<file path="src/hw/blinky_macros.svh">
`ifndef BLINKY_MACROS_SVH
`define BLINKY_MACROS_SVH

// ~~~~~~~~~~~~~~~~~~~~~~~~~~~~~~~~~~~~~~~~~~~~~~~~~~~~~~~~~~~~
// Blinker build constants
// ~~~~~~~~~~~~~~~~~~~~~~~~~~~~~~~~~~~~~~~~~~~~~~~~~~~~~~~~~~~~

// Clock frequency in Hz, sets the default blink timing
`define BLINKY_CLK_FREQ 100_000_000

// AXI4-Lite bus widths
`define BLINKY_ADDR_W 8
`define BLINKY_DATA_W 32

// Mapped registers, word addressed from 0
`define BLINKY_NUM_REGS 3

`endif

</file>
<file path="src/hw/blinky_pkg.sv">
`include "blinky_macros.svh"

package blinky_pkg;

  // ~~~~~~~~~~~~~~~~~~~~~~~~~~~~~~~~~~~~~~~~~~~~~~~~~~~~~~~~~~~~
  // Bus response codes
  // ~~~~~~~~~~~~~~~~~~~~~~~~~~~~~~~~~~~~~~~~~~~~~~~~~~~~~~~~~~~~

  typedef enum logic [1:0] {
    RESP_OKAY   = 2'b00,
    RESP_DECERR = 2'b11
  } axil_resp_e;

  // ~~~~~~~~~~~~~~~~~~~~~~~~~~~~~~~~~~~~~~~~~~~~~~~~~~~~~~~~~~~~
  // Register map
  // ~~~~~~~~~~~~~~~~~~~~~~~~~~~~~~~~~~~~~~~~~~~~~~~~~~~~~~~~~~~~

  typedef enum logic [`BLINKY_ADDR_W-1:0] {
    REG_CTRL   = 8'h00,
    REG_ON     = 8'h01,
    REG_PERIOD = 8'h02
  } reg_idx_e;

endpackage

</file>
<file path="src/hw/reg_bus_if.sv">
`timescale 1ns/1ps
`include "blinky_macros.svh"

interface reg_bus_if import blinky_pkg::*; ();

  // Write access, one cycle per transfer
  logic                          wr_en;
  logic [`BLINKY_ADDR_W-1:0]     wr_addr;
  logic [`BLINKY_DATA_W-1:0]     wr_data;
  logic [`BLINKY_DATA_W/8-1:0]   wr_strb;
  axil_resp_e                    wr_resp;

  // Read access, answered in the same cycle
  logic                          rd_en;
  logic [`BLINKY_ADDR_W-1:0]     rd_addr;
  logic [`BLINKY_DATA_W-1:0]     rd_data;
  axil_resp_e                    rd_resp;

  modport port (
    output wr_en,
    output wr_addr,
    output wr_data,
    output wr_strb,
    input  wr_resp,
    output rd_en,
    output rd_addr,
    input  rd_data,
    input  rd_resp
  );

  modport regs (
    input  wr_en,
    input  wr_addr,
    input  wr_data,
    input  wr_strb,
    output wr_resp,
    input  rd_en,
    input  rd_addr,
    output rd_data,
    output rd_resp
  );

endinterface

</file>
<file path="src/hw/axil_slave_port.sv">
`timescale 1ns/1ps
`include "blinky_macros.svh"

module axil_slave_port
  import blinky_pkg::*;
(
  input  logic                          clk,
  input  logic                          rst_n,

  input  logic [`BLINKY_ADDR_W-1:0]     awaddr,
  input  logic                          awvalid,
  output logic                          awready,

  input  logic [`BLINKY_DATA_W-1:0]     wdata,
  input  logic [`BLINKY_DATA_W/8-1:0]   wstrb,
  input  logic                          wvalid,
  output logic                          wready,

  output logic [1:0]                    bresp,
  output logic                          bvalid,
  input  logic                          bready,

  input  logic [`BLINKY_ADDR_W-1:0]     araddr,
  input  logic                          arvalid,
  output logic                          arready,

  output logic [`BLINKY_DATA_W-1:0]     rdata,
  output logic [1:0]                    rresp,
  output logic                          rvalid,
  input  logic                          rready,

  reg_bus_if.port                       bus
);

  localparam logic [1:0] ST_IDLE   = 2'd0;
  localparam logic [1:0] ST_ACCEPT = 2'd1;
  localparam logic [1:0] ST_RESP   = 2'd2;

  logic [1:0]                w_state_q;
  logic [1:0]                r_state_q;
  axil_resp_e                bresp_q;
  axil_resp_e                rresp_q;
  logic [`BLINKY_DATA_W-1:0] rdata_q;

  // ~~~~~~~~~~~~~~~~~~~~~~~~~~~~~~~~~~~~~~~~~~~~~~~~~~~~~~~~~~~~
  // Write channel
  // ~~~~~~~~~~~~~~~~~~~~~~~~~~~~~~~~~~~~~~~~~~~~~~~~~~~~~~~~~~~~

  // Address and data must both be present before we take either
  always_ff @(posedge clk) begin
    if (!rst_n) begin
      w_state_q <= ST_IDLE;
    end else begin
      case (w_state_q)
        ST_IDLE: begin
          if (awvalid && wvalid) begin
            w_state_q <= ST_ACCEPT;
          end
        end
        ST_ACCEPT: begin
          w_state_q <= ST_RESP;
        end
        ST_RESP: begin
          if (bready) begin
            w_state_q <= ST_IDLE;
          end
        end
        default: begin
          w_state_q <= ST_IDLE;
        end
      endcase
    end
  end

  // Response latched while the register file answers
  always_ff @(posedge clk) begin
    if (w_state_q == ST_ACCEPT) begin
      bresp_q <= bus.wr_resp;
    end
  end

  assign awready     = (w_state_q == ST_ACCEPT);
  assign wready      = (w_state_q == ST_ACCEPT);
  assign bvalid      = (w_state_q == ST_RESP);
  assign bresp       = bresp_q;

  assign bus.wr_en   = (w_state_q == ST_ACCEPT);
  assign bus.wr_addr = awaddr;
  assign bus.wr_data = wdata;
  assign bus.wr_strb = wstrb;

  // ~~~~~~~~~~~~~~~~~~~~~~~~~~~~~~~~~~~~~~~~~~~~~~~~~~~~~~~~~~~~
  // Read channel
  // ~~~~~~~~~~~~~~~~~~~~~~~~~~~~~~~~~~~~~~~~~~~~~~~~~~~~~~~~~~~~

  always_ff @(posedge clk) begin
    if (!rst_n) begin
      r_state_q <= ST_IDLE;
    end else begin
      case (r_state_q)
        ST_IDLE: begin
          if (arvalid) begin
            r_state_q <= ST_ACCEPT;
          end
        end
        ST_ACCEPT: begin
          r_state_q <= ST_RESP;
        end
        ST_RESP: begin
          if (rready) begin
            r_state_q <= ST_IDLE;
          end
        end
        default: begin
          r_state_q <= ST_IDLE;
        end
      endcase
    end
  end

  always_ff @(posedge clk) begin
    if (r_state_q == ST_ACCEPT) begin
      rdata_q <= bus.rd_data;
      rresp_q <= bus.rd_resp;
    end
  end

  assign arready     = (r_state_q == ST_ACCEPT);
  assign rvalid      = (r_state_q == ST_RESP);
  assign rdata       = rdata_q;
  assign rresp       = rresp_q;

  assign bus.rd_en   = (r_state_q == ST_ACCEPT);
  assign bus.rd_addr = araddr;

  // Responses wait for the master with a frozen payload
  a_bvalid_hold: assert property (@(posedge clk) disable iff (!rst_n)
    bvalid && !bready |=> bvalid && $stable(bresp));

  a_rvalid_hold: assert property (@(posedge clk) disable iff (!rst_n)
    rvalid && !rready |=> rvalid && $stable(rdata) && $stable(rresp));

  a_aw_needs_w: assert property (@(posedge clk) disable iff (!rst_n)
    awready |-> wvalid);

endmodule

</file>
<file path="src/hw/blink_regs.sv">
`timescale 1ns/1ps
`include "blinky_macros.svh"

module blink_regs
  import blinky_pkg::*;
#(
  parameter int CLK_FREQ = `BLINKY_CLK_FREQ
) (
  input  logic                      clk,
  input  logic                      rst_n,
  reg_bus_if.regs                   bus,
  output logic                      enable,
  output logic [`BLINKY_DATA_W-1:0] on_cycles,
  output logic [`BLINKY_DATA_W-1:0] period_cycles
);

  localparam int ADDR_W = `BLINKY_ADDR_W;
  localparam int DATA_W = `BLINKY_DATA_W;
  localparam int STRB_W = DATA_W / 8;
  localparam int IDX_W  = $clog2(`BLINKY_NUM_REGS);

  localparam logic [ADDR_W-1:0] NUM_REGS = ADDR_W'(`BLINKY_NUM_REGS);

  logic [DATA_W-1:0] regs_q [`BLINKY_NUM_REGS];
  logic [DATA_W-1:0] wr_word;
  logic [IDX_W-1:0]  wr_idx;
  logic [IDX_W-1:0]  rd_idx;
  logic              wr_hit;
  logic              rd_hit;

  // Value each register takes out of reset
  function automatic logic [DATA_W-1:0] reg_default(input logic [ADDR_W-1:0] addr);
    case (addr)
      REG_ON:     return DATA_W'(CLK_FREQ / 2);
      REG_PERIOD: return DATA_W'(CLK_FREQ);
      default:    return '0;
    endcase
  endfunction

  // Implemented bits per register
  function automatic logic [DATA_W-1:0] reg_mask(input logic [ADDR_W-1:0] addr);
    case (addr)
      REG_CTRL: return DATA_W'(1);
      default:  return '1;
    endcase
  endfunction

  // ~~~~~~~~~~~~~~~~~~~~~~~~~~~~~~~~~~~~~~~~~~~~~~~~~~~~~~~~~~~~
  // Address decode
  // ~~~~~~~~~~~~~~~~~~~~~~~~~~~~~~~~~~~~~~~~~~~~~~~~~~~~~~~~~~~~

  assign wr_hit = (bus.wr_addr < NUM_REGS);
  assign rd_hit = (bus.rd_addr < NUM_REGS);
  assign wr_idx = bus.wr_addr[IDX_W-1:0];
  assign rd_idx = bus.rd_addr[IDX_W-1:0];

  // Byte lane merge over the current contents
  always_comb begin
    wr_word = wr_hit ? regs_q[wr_idx] : '0;
    for (int b = 0; b < STRB_W; b++) begin
      if (bus.wr_strb[b]) begin
        wr_word[8*b +: 8] = bus.wr_data[8*b +: 8];
      end
    end
    wr_word = wr_word & reg_mask(bus.wr_addr);
  end

  always_ff @(posedge clk) begin
    if (!rst_n) begin
      for (int i = 0; i < `BLINKY_NUM_REGS; i++) begin
        regs_q[i] <= reg_default(ADDR_W'(i));
      end
    end else if (bus.wr_en && wr_hit) begin
      regs_q[wr_idx] <= wr_word;
    end
  end

  assign bus.wr_resp = wr_hit ? RESP_OKAY : RESP_DECERR;
  assign bus.rd_resp = rd_hit ? RESP_OKAY : RESP_DECERR;
  // Unmapped reads come back as zero
  assign bus.rd_data = rd_hit ? regs_q[rd_idx] : '0;

  // Timer settings
  assign enable        = regs_q[0][0];
  assign on_cycles     = regs_q[1];
  assign period_cycles = regs_q[2];

  a_en_known: assert property (@(posedge clk) disable iff (!rst_n)
    !$isunknown({bus.wr_en, bus.rd_en}));

endmodule

</file>
<file path="src/hw/blink_timer.sv">
`timescale 1ns/1ps
`include "blinky_macros.svh"

module blink_timer (
  input  logic                      clk,
  input  logic                      rst_n,
  input  logic                      enable,
  input  logic [`BLINKY_DATA_W-1:0] on_cycles,
  input  logic [`BLINKY_DATA_W-1:0] period_cycles,
  output logic                      led
);

  localparam int DATA_W = `BLINKY_DATA_W;

  logic [DATA_W-1:0] count_q;
  // One extra bit so the increment never wraps
  logic [DATA_W:0]   count_inc;
  logic              wrap;

  assign count_inc = {1'b0, count_q} + 1'b1;
  // Also true for period 0 or 1 so the count parks at 0
  assign wrap      = (count_inc >= {1'b0, period_cycles});

  // ~~~~~~~~~~~~~~~~~~~~~~~~~~~~~~~~~~~~~~~~~~~~~~~~~~~~~~~~~~~~
  // Period counter and LED compare
  // ~~~~~~~~~~~~~~~~~~~~~~~~~~~~~~~~~~~~~~~~~~~~~~~~~~~~~~~~~~~~

  always_ff @(posedge clk) begin
    if (!rst_n) begin
      count_q <= '0;
    end else if (!enable || wrap) begin
      count_q <= '0;
    end else begin
      count_q <= count_inc[DATA_W-1:0];
    end
  end

  always_ff @(posedge clk) begin
    if (!rst_n) begin
      led <= 1'b0;
    end else begin
      led <= enable && (count_q < on_cycles);
    end
  end

  // Count stays inside the period once the period has settled
  a_count_bound: assert property (@(posedge clk) disable iff (!rst_n)
    enable && $stable(period_cycles) |-> count_q < period_cycles || period_cycles < 2);

endmodule

</file>
<file path="src/hw/blinky_reg.sv">
`timescale 1ns/1ps
`include "blinky_macros.svh"

module blinky_reg #(
  parameter int CLK_FREQ = `BLINKY_CLK_FREQ
) (
  input  logic                        clk,
  input  logic                        rst_n,
  output logic                        led,

  input  logic [`BLINKY_ADDR_W-1:0]   s_axil_awaddr,
  input  logic                        s_axil_awvalid,
  output logic                        s_axil_awready,
  input  logic [`BLINKY_DATA_W-1:0]   s_axil_wdata,
  input  logic [`BLINKY_DATA_W/8-1:0] s_axil_wstrb,
  input  logic                        s_axil_wvalid,
  output logic                        s_axil_wready,
  output logic [1:0]                  s_axil_bresp,
  output logic                        s_axil_bvalid,
  input  logic                        s_axil_bready,

  input  logic [`BLINKY_ADDR_W-1:0]   s_axil_araddr,
  input  logic                        s_axil_arvalid,
  output logic                        s_axil_arready,
  output logic [`BLINKY_DATA_W-1:0]   s_axil_rdata,
  output logic [1:0]                  s_axil_rresp,
  output logic                        s_axil_rvalid,
  input  logic                        s_axil_rready
);

  logic                      enable;
  logic [`BLINKY_DATA_W-1:0] on_cycles;
  logic [`BLINKY_DATA_W-1:0] period_cycles;

  reg_bus_if bus_if ();

  axil_slave_port axil_slave_port_i (
    .clk    (clk),
    .rst_n  (rst_n),
    .awaddr (s_axil_awaddr),
    .awvalid(s_axil_awvalid),
    .awready(s_axil_awready),
    .wdata  (s_axil_wdata),
    .wstrb  (s_axil_wstrb),
    .wvalid (s_axil_wvalid),
    .wready (s_axil_wready),
    .bresp  (s_axil_bresp),
    .bvalid (s_axil_bvalid),
    .bready (s_axil_bready),
    .araddr (s_axil_araddr),
    .arvalid(s_axil_arvalid),
    .arready(s_axil_arready),
    .rdata  (s_axil_rdata),
    .rresp  (s_axil_rresp),
    .rvalid (s_axil_rvalid),
    .rready (s_axil_rready),
    .bus    (bus_if.port)
  );

  blink_regs #(
    .CLK_FREQ(CLK_FREQ)
  ) blink_regs_i (
    .clk          (clk),
    .rst_n        (rst_n),
    .bus          (bus_if.regs),
    .enable       (enable),
    .on_cycles    (on_cycles),
    .period_cycles(period_cycles)
  );

  blink_timer blink_timer_i (
    .clk          (clk),
    .rst_n        (rst_n),
    .enable       (enable),
    .on_cycles    (on_cycles),
    .period_cycles(period_cycles),
    .led          (led)
  );

endmodule

</file>
<file path="config.mk">
export PLATFORM = sky130hd
export DESIGN_NAME = blinky_reg
export DESIGN_NICKNAME = d
export VERILOG_FILES = /design/src/hw/blinky_pkg.sv /design/src/hw/reg_bus_if.sv /design/src/hw/axil_slave_port.sv /design/src/hw/blink_regs.sv /design/src/hw/blink_timer.sv /design/src/hw/blinky_reg.sv
export VERILOG_INCLUDE_DIRS = /design/src /design/src/hw
export SDC_FILE = /design/constraint.sdc
export NUM_CORES = 1
export LEC_CHECK = 0
export BUFFER_PORTS_ARGS = -buffer_cell sky130_fd_sc_hd__clkbuf_2
export CAP_MARGIN = 25
export CORE_MARGIN = 2
export CORE_UTILIZATION = 39
export CTS_CLUSTER_DIAMETER = 200
export DETAILED_ROUTE_END_ITERATION = 12
export PLACE_DENSITY = 0.53
export SYNTH_ARGS = -nofsm -noshare
export SYNTH_HDL_FRONTEND = slang
export SYNTH_SLANG_ARGS = --single-unit
</file>
<file path="constraint.sdc">
create_clock -name clk -period 13.2 [get_ports clk]
set_clock_uncertainty 0.2 [all_clocks]
set_input_delay 1.32 -clock clk [delete_from_list [all_inputs] [get_ports clk]]
set_output_delay 1.32 -clock clk [all_outputs]
set_load 0.005 [all_outputs]
</file>
After elaboration in Yosys (flattened, before gate mapping)
Memory sizes are Yosys's and may differ from the RTL's. A register that Yosys moved wholly into a read port is not among the register bits. Index checks and enable logic that the tools add are counted.

Memory bits (writable): 96. Input bits: 59. Output and inout port bits: 42. Memories kept: 1. Register bits: 41.

Memories: blink_regs_i.regs_q (depth 3, width 32, read ports 5, clocked after Yosys merged registers in 1, write ports 3, RTL line blink_regs.sv:24) `` logic [DATA_W-1:0] regs_q [`BLINKY_NUM_REGS]; ``.

Multiplexer cells: 24. Bitwise logic cells: 2. Add/sub/neg operators: 1. $lt $le $gt $ge: 4. Equal/unequal tests: 8. Reduce and logical (&&, ||, !) cells: 13.

Operator list (number): 2-to-1 mux 32 bit (6); adder 32 x 1 -> 33 bit, second input constant (1); greater-or-equal comparator 33 x 32 -> 1 bit (1); AND 32 bit (1); less-than comparator 32 bit (1); 2-to-1 mux 8 bit (4); OR reduction 32 bit (1); less-than comparator 8 x 2 -> 1 bit, second input constant (2); 2-to-1 mux 2 bit (7); case mux 2 bit (3 select lines) (2); logical NOT 8 bit (1); != test 2 x 1 -> 1 bit, second input constant (3); 2-to-1 mux 1 bit (5); equality test 2 x 1 -> 1 bit, second input constant (2); equality test 2 bit, second input constant (2); logical NOT 2 bit (2); AND reduction 2 bit (2); logical AND 1 bit (3); logical NOT 1 bit (2); != test 2 bit, second input constant (1); OR reduction 2 bit (1); logical OR 1 bit (1); inverter 1 bit (1).

Depth between registers and ports, before layout
Depth in word-level cells: 7. Mapped depth: 14. Mapped depth without buffers: 13.

By module
Synthesis repeated with hierarchy kept, for this count alone.

Cells, all modules: 991. Area total of the unflattened synthesis: 11441.0 um^2.

By module, submodules not included: blink_regs (cells each 493, seq. area each 3843.7 um^2, times used 1, area an instance 6486.2 um^2); blink_timer (cells each 391, seq. area each 660.6 um^2, times used 1, area an instance 3301.9 um^2); axil_slave_port (cells each 107, seq. area each 1161.1 um^2, times used 1, area an instance 1652.8 um^2).

Worst setup path after synthesis
No wires, ideal clock.

Path kind: input to register. Start: in s_axil_awaddr[4]. End: mem blink_regs_i.regs_q[0][0] (netlist name) (enable). Data required time: 12.534 ns. Setup time: 0.466 ns. Path buffers: 2. Arrival: 4.703 ns. Setup slack: 7.832 ns. Cell stages on the path: 6. Cell sequence: nor4_1 nand2_1 or3_1 clkbuf_1 clkbuf_1 o21ai_0.

RTL lines: from (decl) (RTL line blinky_reg.sv:11) `` input logic [`BLINKY_ADDR_W-1:0] s_axil_awaddr, ``; to (decl) (RTL line blink_regs.sv:24).

Worst setup path after layout
Start: reg blink_timer_i.count_q[0]. End: reg blink_timer_i.count_q[7].

Word-level cells in the longest chain between the ends: 4.

Ends and longest elaborated chain: from (decl) (RTL line blink_timer.sv:15) `logic [DATA_W-1:0] count_q;`; from (signal assigned) (RTL line blink_timer.sv:34) `count_q <= count_inc[DATA_W-1:0];`; adder 32 x 1 -> 33 bit (RTL line blink_timer.sv:20) `assign count_inc = {1'b0, count_q} + 1'b1;`; named net blink_timer_i.count_inc[22] (RTL line blink_timer.sv:17) `logic [DATA_W:0] count_inc;`; greater-or-equal comparator 33 x 32 -> 1 bit (RTL line blink_timer.sv:22) `assign wrap = (count_inc >= {1'b0, period_cycles});`; logical OR 1 bit (RTL line blink_timer.sv:31) `end else if (!enable || wrap) begin`; OR reduction 2 bit (no line).

The timed path passes the listed nets, and every way through them passes these cells. A chain may end at the register's enable or synchronous reset.

==> impl_metrics.csv <==
group,metric,value,unit
status,status,"finished, final reports clean",
clock_network,hold_buffers,0,
floorplanning,die_w,170,µm
sta,drv_slew,0,
synth,ys_seq_area_share,52.4,%
cells_and_area,area_growth,15.6,%
clock_network,cts.path.max_buffers,2,
pwr,clkPwrFrac,38.5,%
sta,min_period,4.39,ns
worst_hold_path,holdPathStages,1,
floorplanning,num_rows,60,
route,totalWireLength,27.7,mm
global_route,grt.total_usage,19.9,%
sta,worst_pin_slew,0.837,ns
synth,async_flop_share,0,%
clock_network,insertion_delay,0.43,ns
clock_network,cts_buffers,17,
sta,max_freq,228,MHz
clock_network,clockRootBuffer,"clkbuf_16",
pwr,power_switching,0.000310,W
pwr,pwr-share-comb,8.0,%
synth,synth_top_area_share,45.4,%
worst_hold_path,min_to,"axil_slave_port_i.w_state_q[0]",
pwr,seq_power_share,53.5,%
sta,final.setup.tns,0,ns
worst_setup_path,reg2reg_depth,13,
worst_setup_path,crit_type,"flop to flop",
cells_and_area,final_common_cell,"edfxtp_1",
worst_setup_path,worstPathRequired,13.31,ns
cells_and_area,mostFrequentLayoutCells,"edfxtp_1 (162), nand2_1 (114), clkbuf_2 (100), inv_1 (99), nor2_1 (81)",
synth,ys.flop_type,"edfxtp_1",
worst_setup_path,worstSetupEndpointType,"flop",
global_route,grt_max_degree,38,
floorplanning,dieArea,28800,µm²
global_route,antenna_found_initial,0,
clock_network,cts.clk_slew.worst_paths,0.07,ns
global_route,grt_pass1_vias,7439,
cells_and_area,fin_cells,1467,
worst_setup_path,r2r-start,"blink_timer_i.count_q[0]",
floorplanning,start_util,39.7,%
route,ant_nets,0,
worst_setup_path,arrival,4.50,ns
floorplanning,coreArea,27000,µm²
synth,ys_ff_latch,199,
global_route,overflow,0,
placed_design,place_inst,1436,
worst_setup_path,timing.rr.end,"blink_timer_i.count_q[7]",
sta,hold_violations,0,
pwr,p_int,0.00102,W
placed_design,hpwlAfterDp,19.3,mm
route,drc,0,
clock_network,numClockSinks,199,
job,maxCapViolations,0,
route,wl_per_cell,18.9,µm
cells_and_area,seq_area,5610,µm²
sta,min_period_over_period,33.2,%
pwr,switching_share,23.3,%
pwr,max-vdd-ir-drop,83.5,µV
global_route,grt_pass1_wl,43.0,mm
synth,synth_edf_count,162,
sta,setup_viol,0,
synth,synth_warnings,0,
sta,rsz0062_at_grt,"false",
cells_and_area,drive_gt1_share,17.5,%
cells_and_area,multiInputGateArea,4760,µm²
worst_setup_path,r2r_setup_slack,8.81,ns
cells_and_area,antenna_cells,0,
cells_and_area,fillers,2588,
route,num_vias,7491,
clock_network,cts_max_level,4,
worst_hold_path,holdCritStartpoint,"axil_slave_port_i.w_state_q[0]",
clock_network,cts_tree,"done",
floorplanning,die_h,170,µm
route,dr.pass1.iters,6,
sta,timing.slew.headroom,44.0,%
synth,syn_area_per_cell,11.0,µm²
placed_design,place.port_buffers,100,
worst_setup_path,startpoint_type,"flop",
route,drt_iter0_markers,579,
placed_design,place.gp.congestion,0.822,
synth,synth_top_area_cell,"edfxtp_1",
cells_and_area,nets,1237,
clock_network,ctsResizeCount,0,
worst_setup_path,worstPathMaxFanout,18,
synth,synthTopCellsByArea,"edfxtp_1 (45%), ha_1 (7.5%), dfxtp_1 (6.9%)",
synth,synthCells,969,
worst_hold_path,min_path_type,"flop to flop",
pwr,powerDensity,108,nW/µm²
synth,netlist-cell-type-count,52,
floorplanning,io_pins,101,
route,viasPerCell,5.11,
pwr,p_leak,5.49,nW
synth,synth_area,10700,µm²
clock_network,cts_setup_buffers,0,
[state kept, by name, summed over array words and instances (netlist names)]
signal                       flops
axil_slave_port_i.rresp          1
blink_regs_i.regs_q            128
axil_slave_port_i.w_state_q      2
axil_slave_port_i.r_state_q      2
axil_slave_port_i.rdata         32
blink_timer_i.led                1
blink_timer_i.count_q           32
axil_slave_port_i.bresp          1
[synthesized netlist by cell type (all sizes together), types with 11 or more instances]
master and instances:
nand2 114, inv 99, nor2 83, a21oi 43, buf 20, nor2b 37
dfxtp 37, and3 38, xnor2 23, ha 64, mux4 32, nand4 20
o21ai 40, nand3 16, clkbuf 31, mux2i 32, edfxtp 162, a21o 11
[critical path, stage by stage, from the launching register on]
cell and delay, ns:
dfxtp_1 0.46, ha_1 0.25, and4_1 0.31, nand4_2 0.30, or2_2 0.41, nor2_1 0.12, xnor2_1 0.09, ha_1 0.29
nand4_1 0.16, nor4_1 0.43, a22oi_1 0.14, o211ai_2 0.60, buf_4 0.40, nor2b_1 0.08
[metrics by stage]
step / area [µm²] / worst slack (ns) / total power (W) / utilization, % / hold WS, ns
after floorplan: 10900 / 7.83 / 0.000789 / - / 0.209
after global placement: 11800 / 8.26 / 0.000832 / 43.6 / 0.230
after detailed placement: 11800 / 8.78 / 0.000834 / 43.8 / 0.235
after CTS: 12400 / 8.74 / 0.00135 / 45.9 / 0.247
after global routing: 12400 / 8.42 / 0.00138 / 45.9 / 0.273
final: 12400 / 8.81 / 0.00133 / 45.9 / 0.246
[metal layers]
layer	track usage (%)	up-vias	part of all wire, %
met4	4.68	0	1.4
li1	-	3656	-
met2	33.1	191	48
met5	0	-	0
met1	27.5	3610	47
met3	3.01	34	4.1
[power by group through the flow]
stage	Clock (W)	Combinational [W]	Sequential, W
CTS	0.000528	0.000108	0.000712
floorplan	0	0.0000658	0.000723
global placement	0	0.000107	0.000726
detailed placement	0	0.000108	0.000726
global route	0.000551	0.000118	0.000715
finish	0.000513	0.000107	0.000712
[cells by family (layout without fill, tap and decap cells)]
kind of cell / Yosys count / after routing / share of synthesized area, %
other cells: 1 / 63 / 0.0350
xor+xnor: 30 / 30 / 2.45
mux: 64 / 64 / 9.73
fa+ha+maj: 64 / 64 / 7.48
buf+inv: 150 / 245 / 5.67
flops: 199 / 199 / 52.4
simple gates: 336 / 336 / 15.2
compound gates: 125 / 125 / 7.03
[worst max path at each step]
stage | start | to | cells past startpoint
2_1_floorplan | s_axil_awaddr[4] | blink_regs_i.regs_q[0][0] | 6
4_1_cts | blink_timer_i.count_q[0] | blink_timer_i.count_q[14] | 13
5_1_grt | blink_timer_i.count_q[0] | blink_timer_i.count_q[16] | 13
3_3_place_gp | s_axil_awaddr[1] | blink_regs_i.regs_q[2][30] | 5
6_report | blink_timer_i.count_q[0] | blink_timer_i.count_q[7] | 13
3_5_place_dp | blink_timer_i.count_q[0] | blink_timer_i.count_q[4] | 13
[area by class of cell]
cell class	count	share of cell area [%]
Sequential cell	199	45.3
Multi-Input combinational cell	682	38.5
Timing Repair Buffer	115	5.18
Clock buffer	19	3.50
Tap cell	341	3.45
Inverter	99	3.00
Clock inverter	12	1.03
Power figures use the tool's default switching activity.
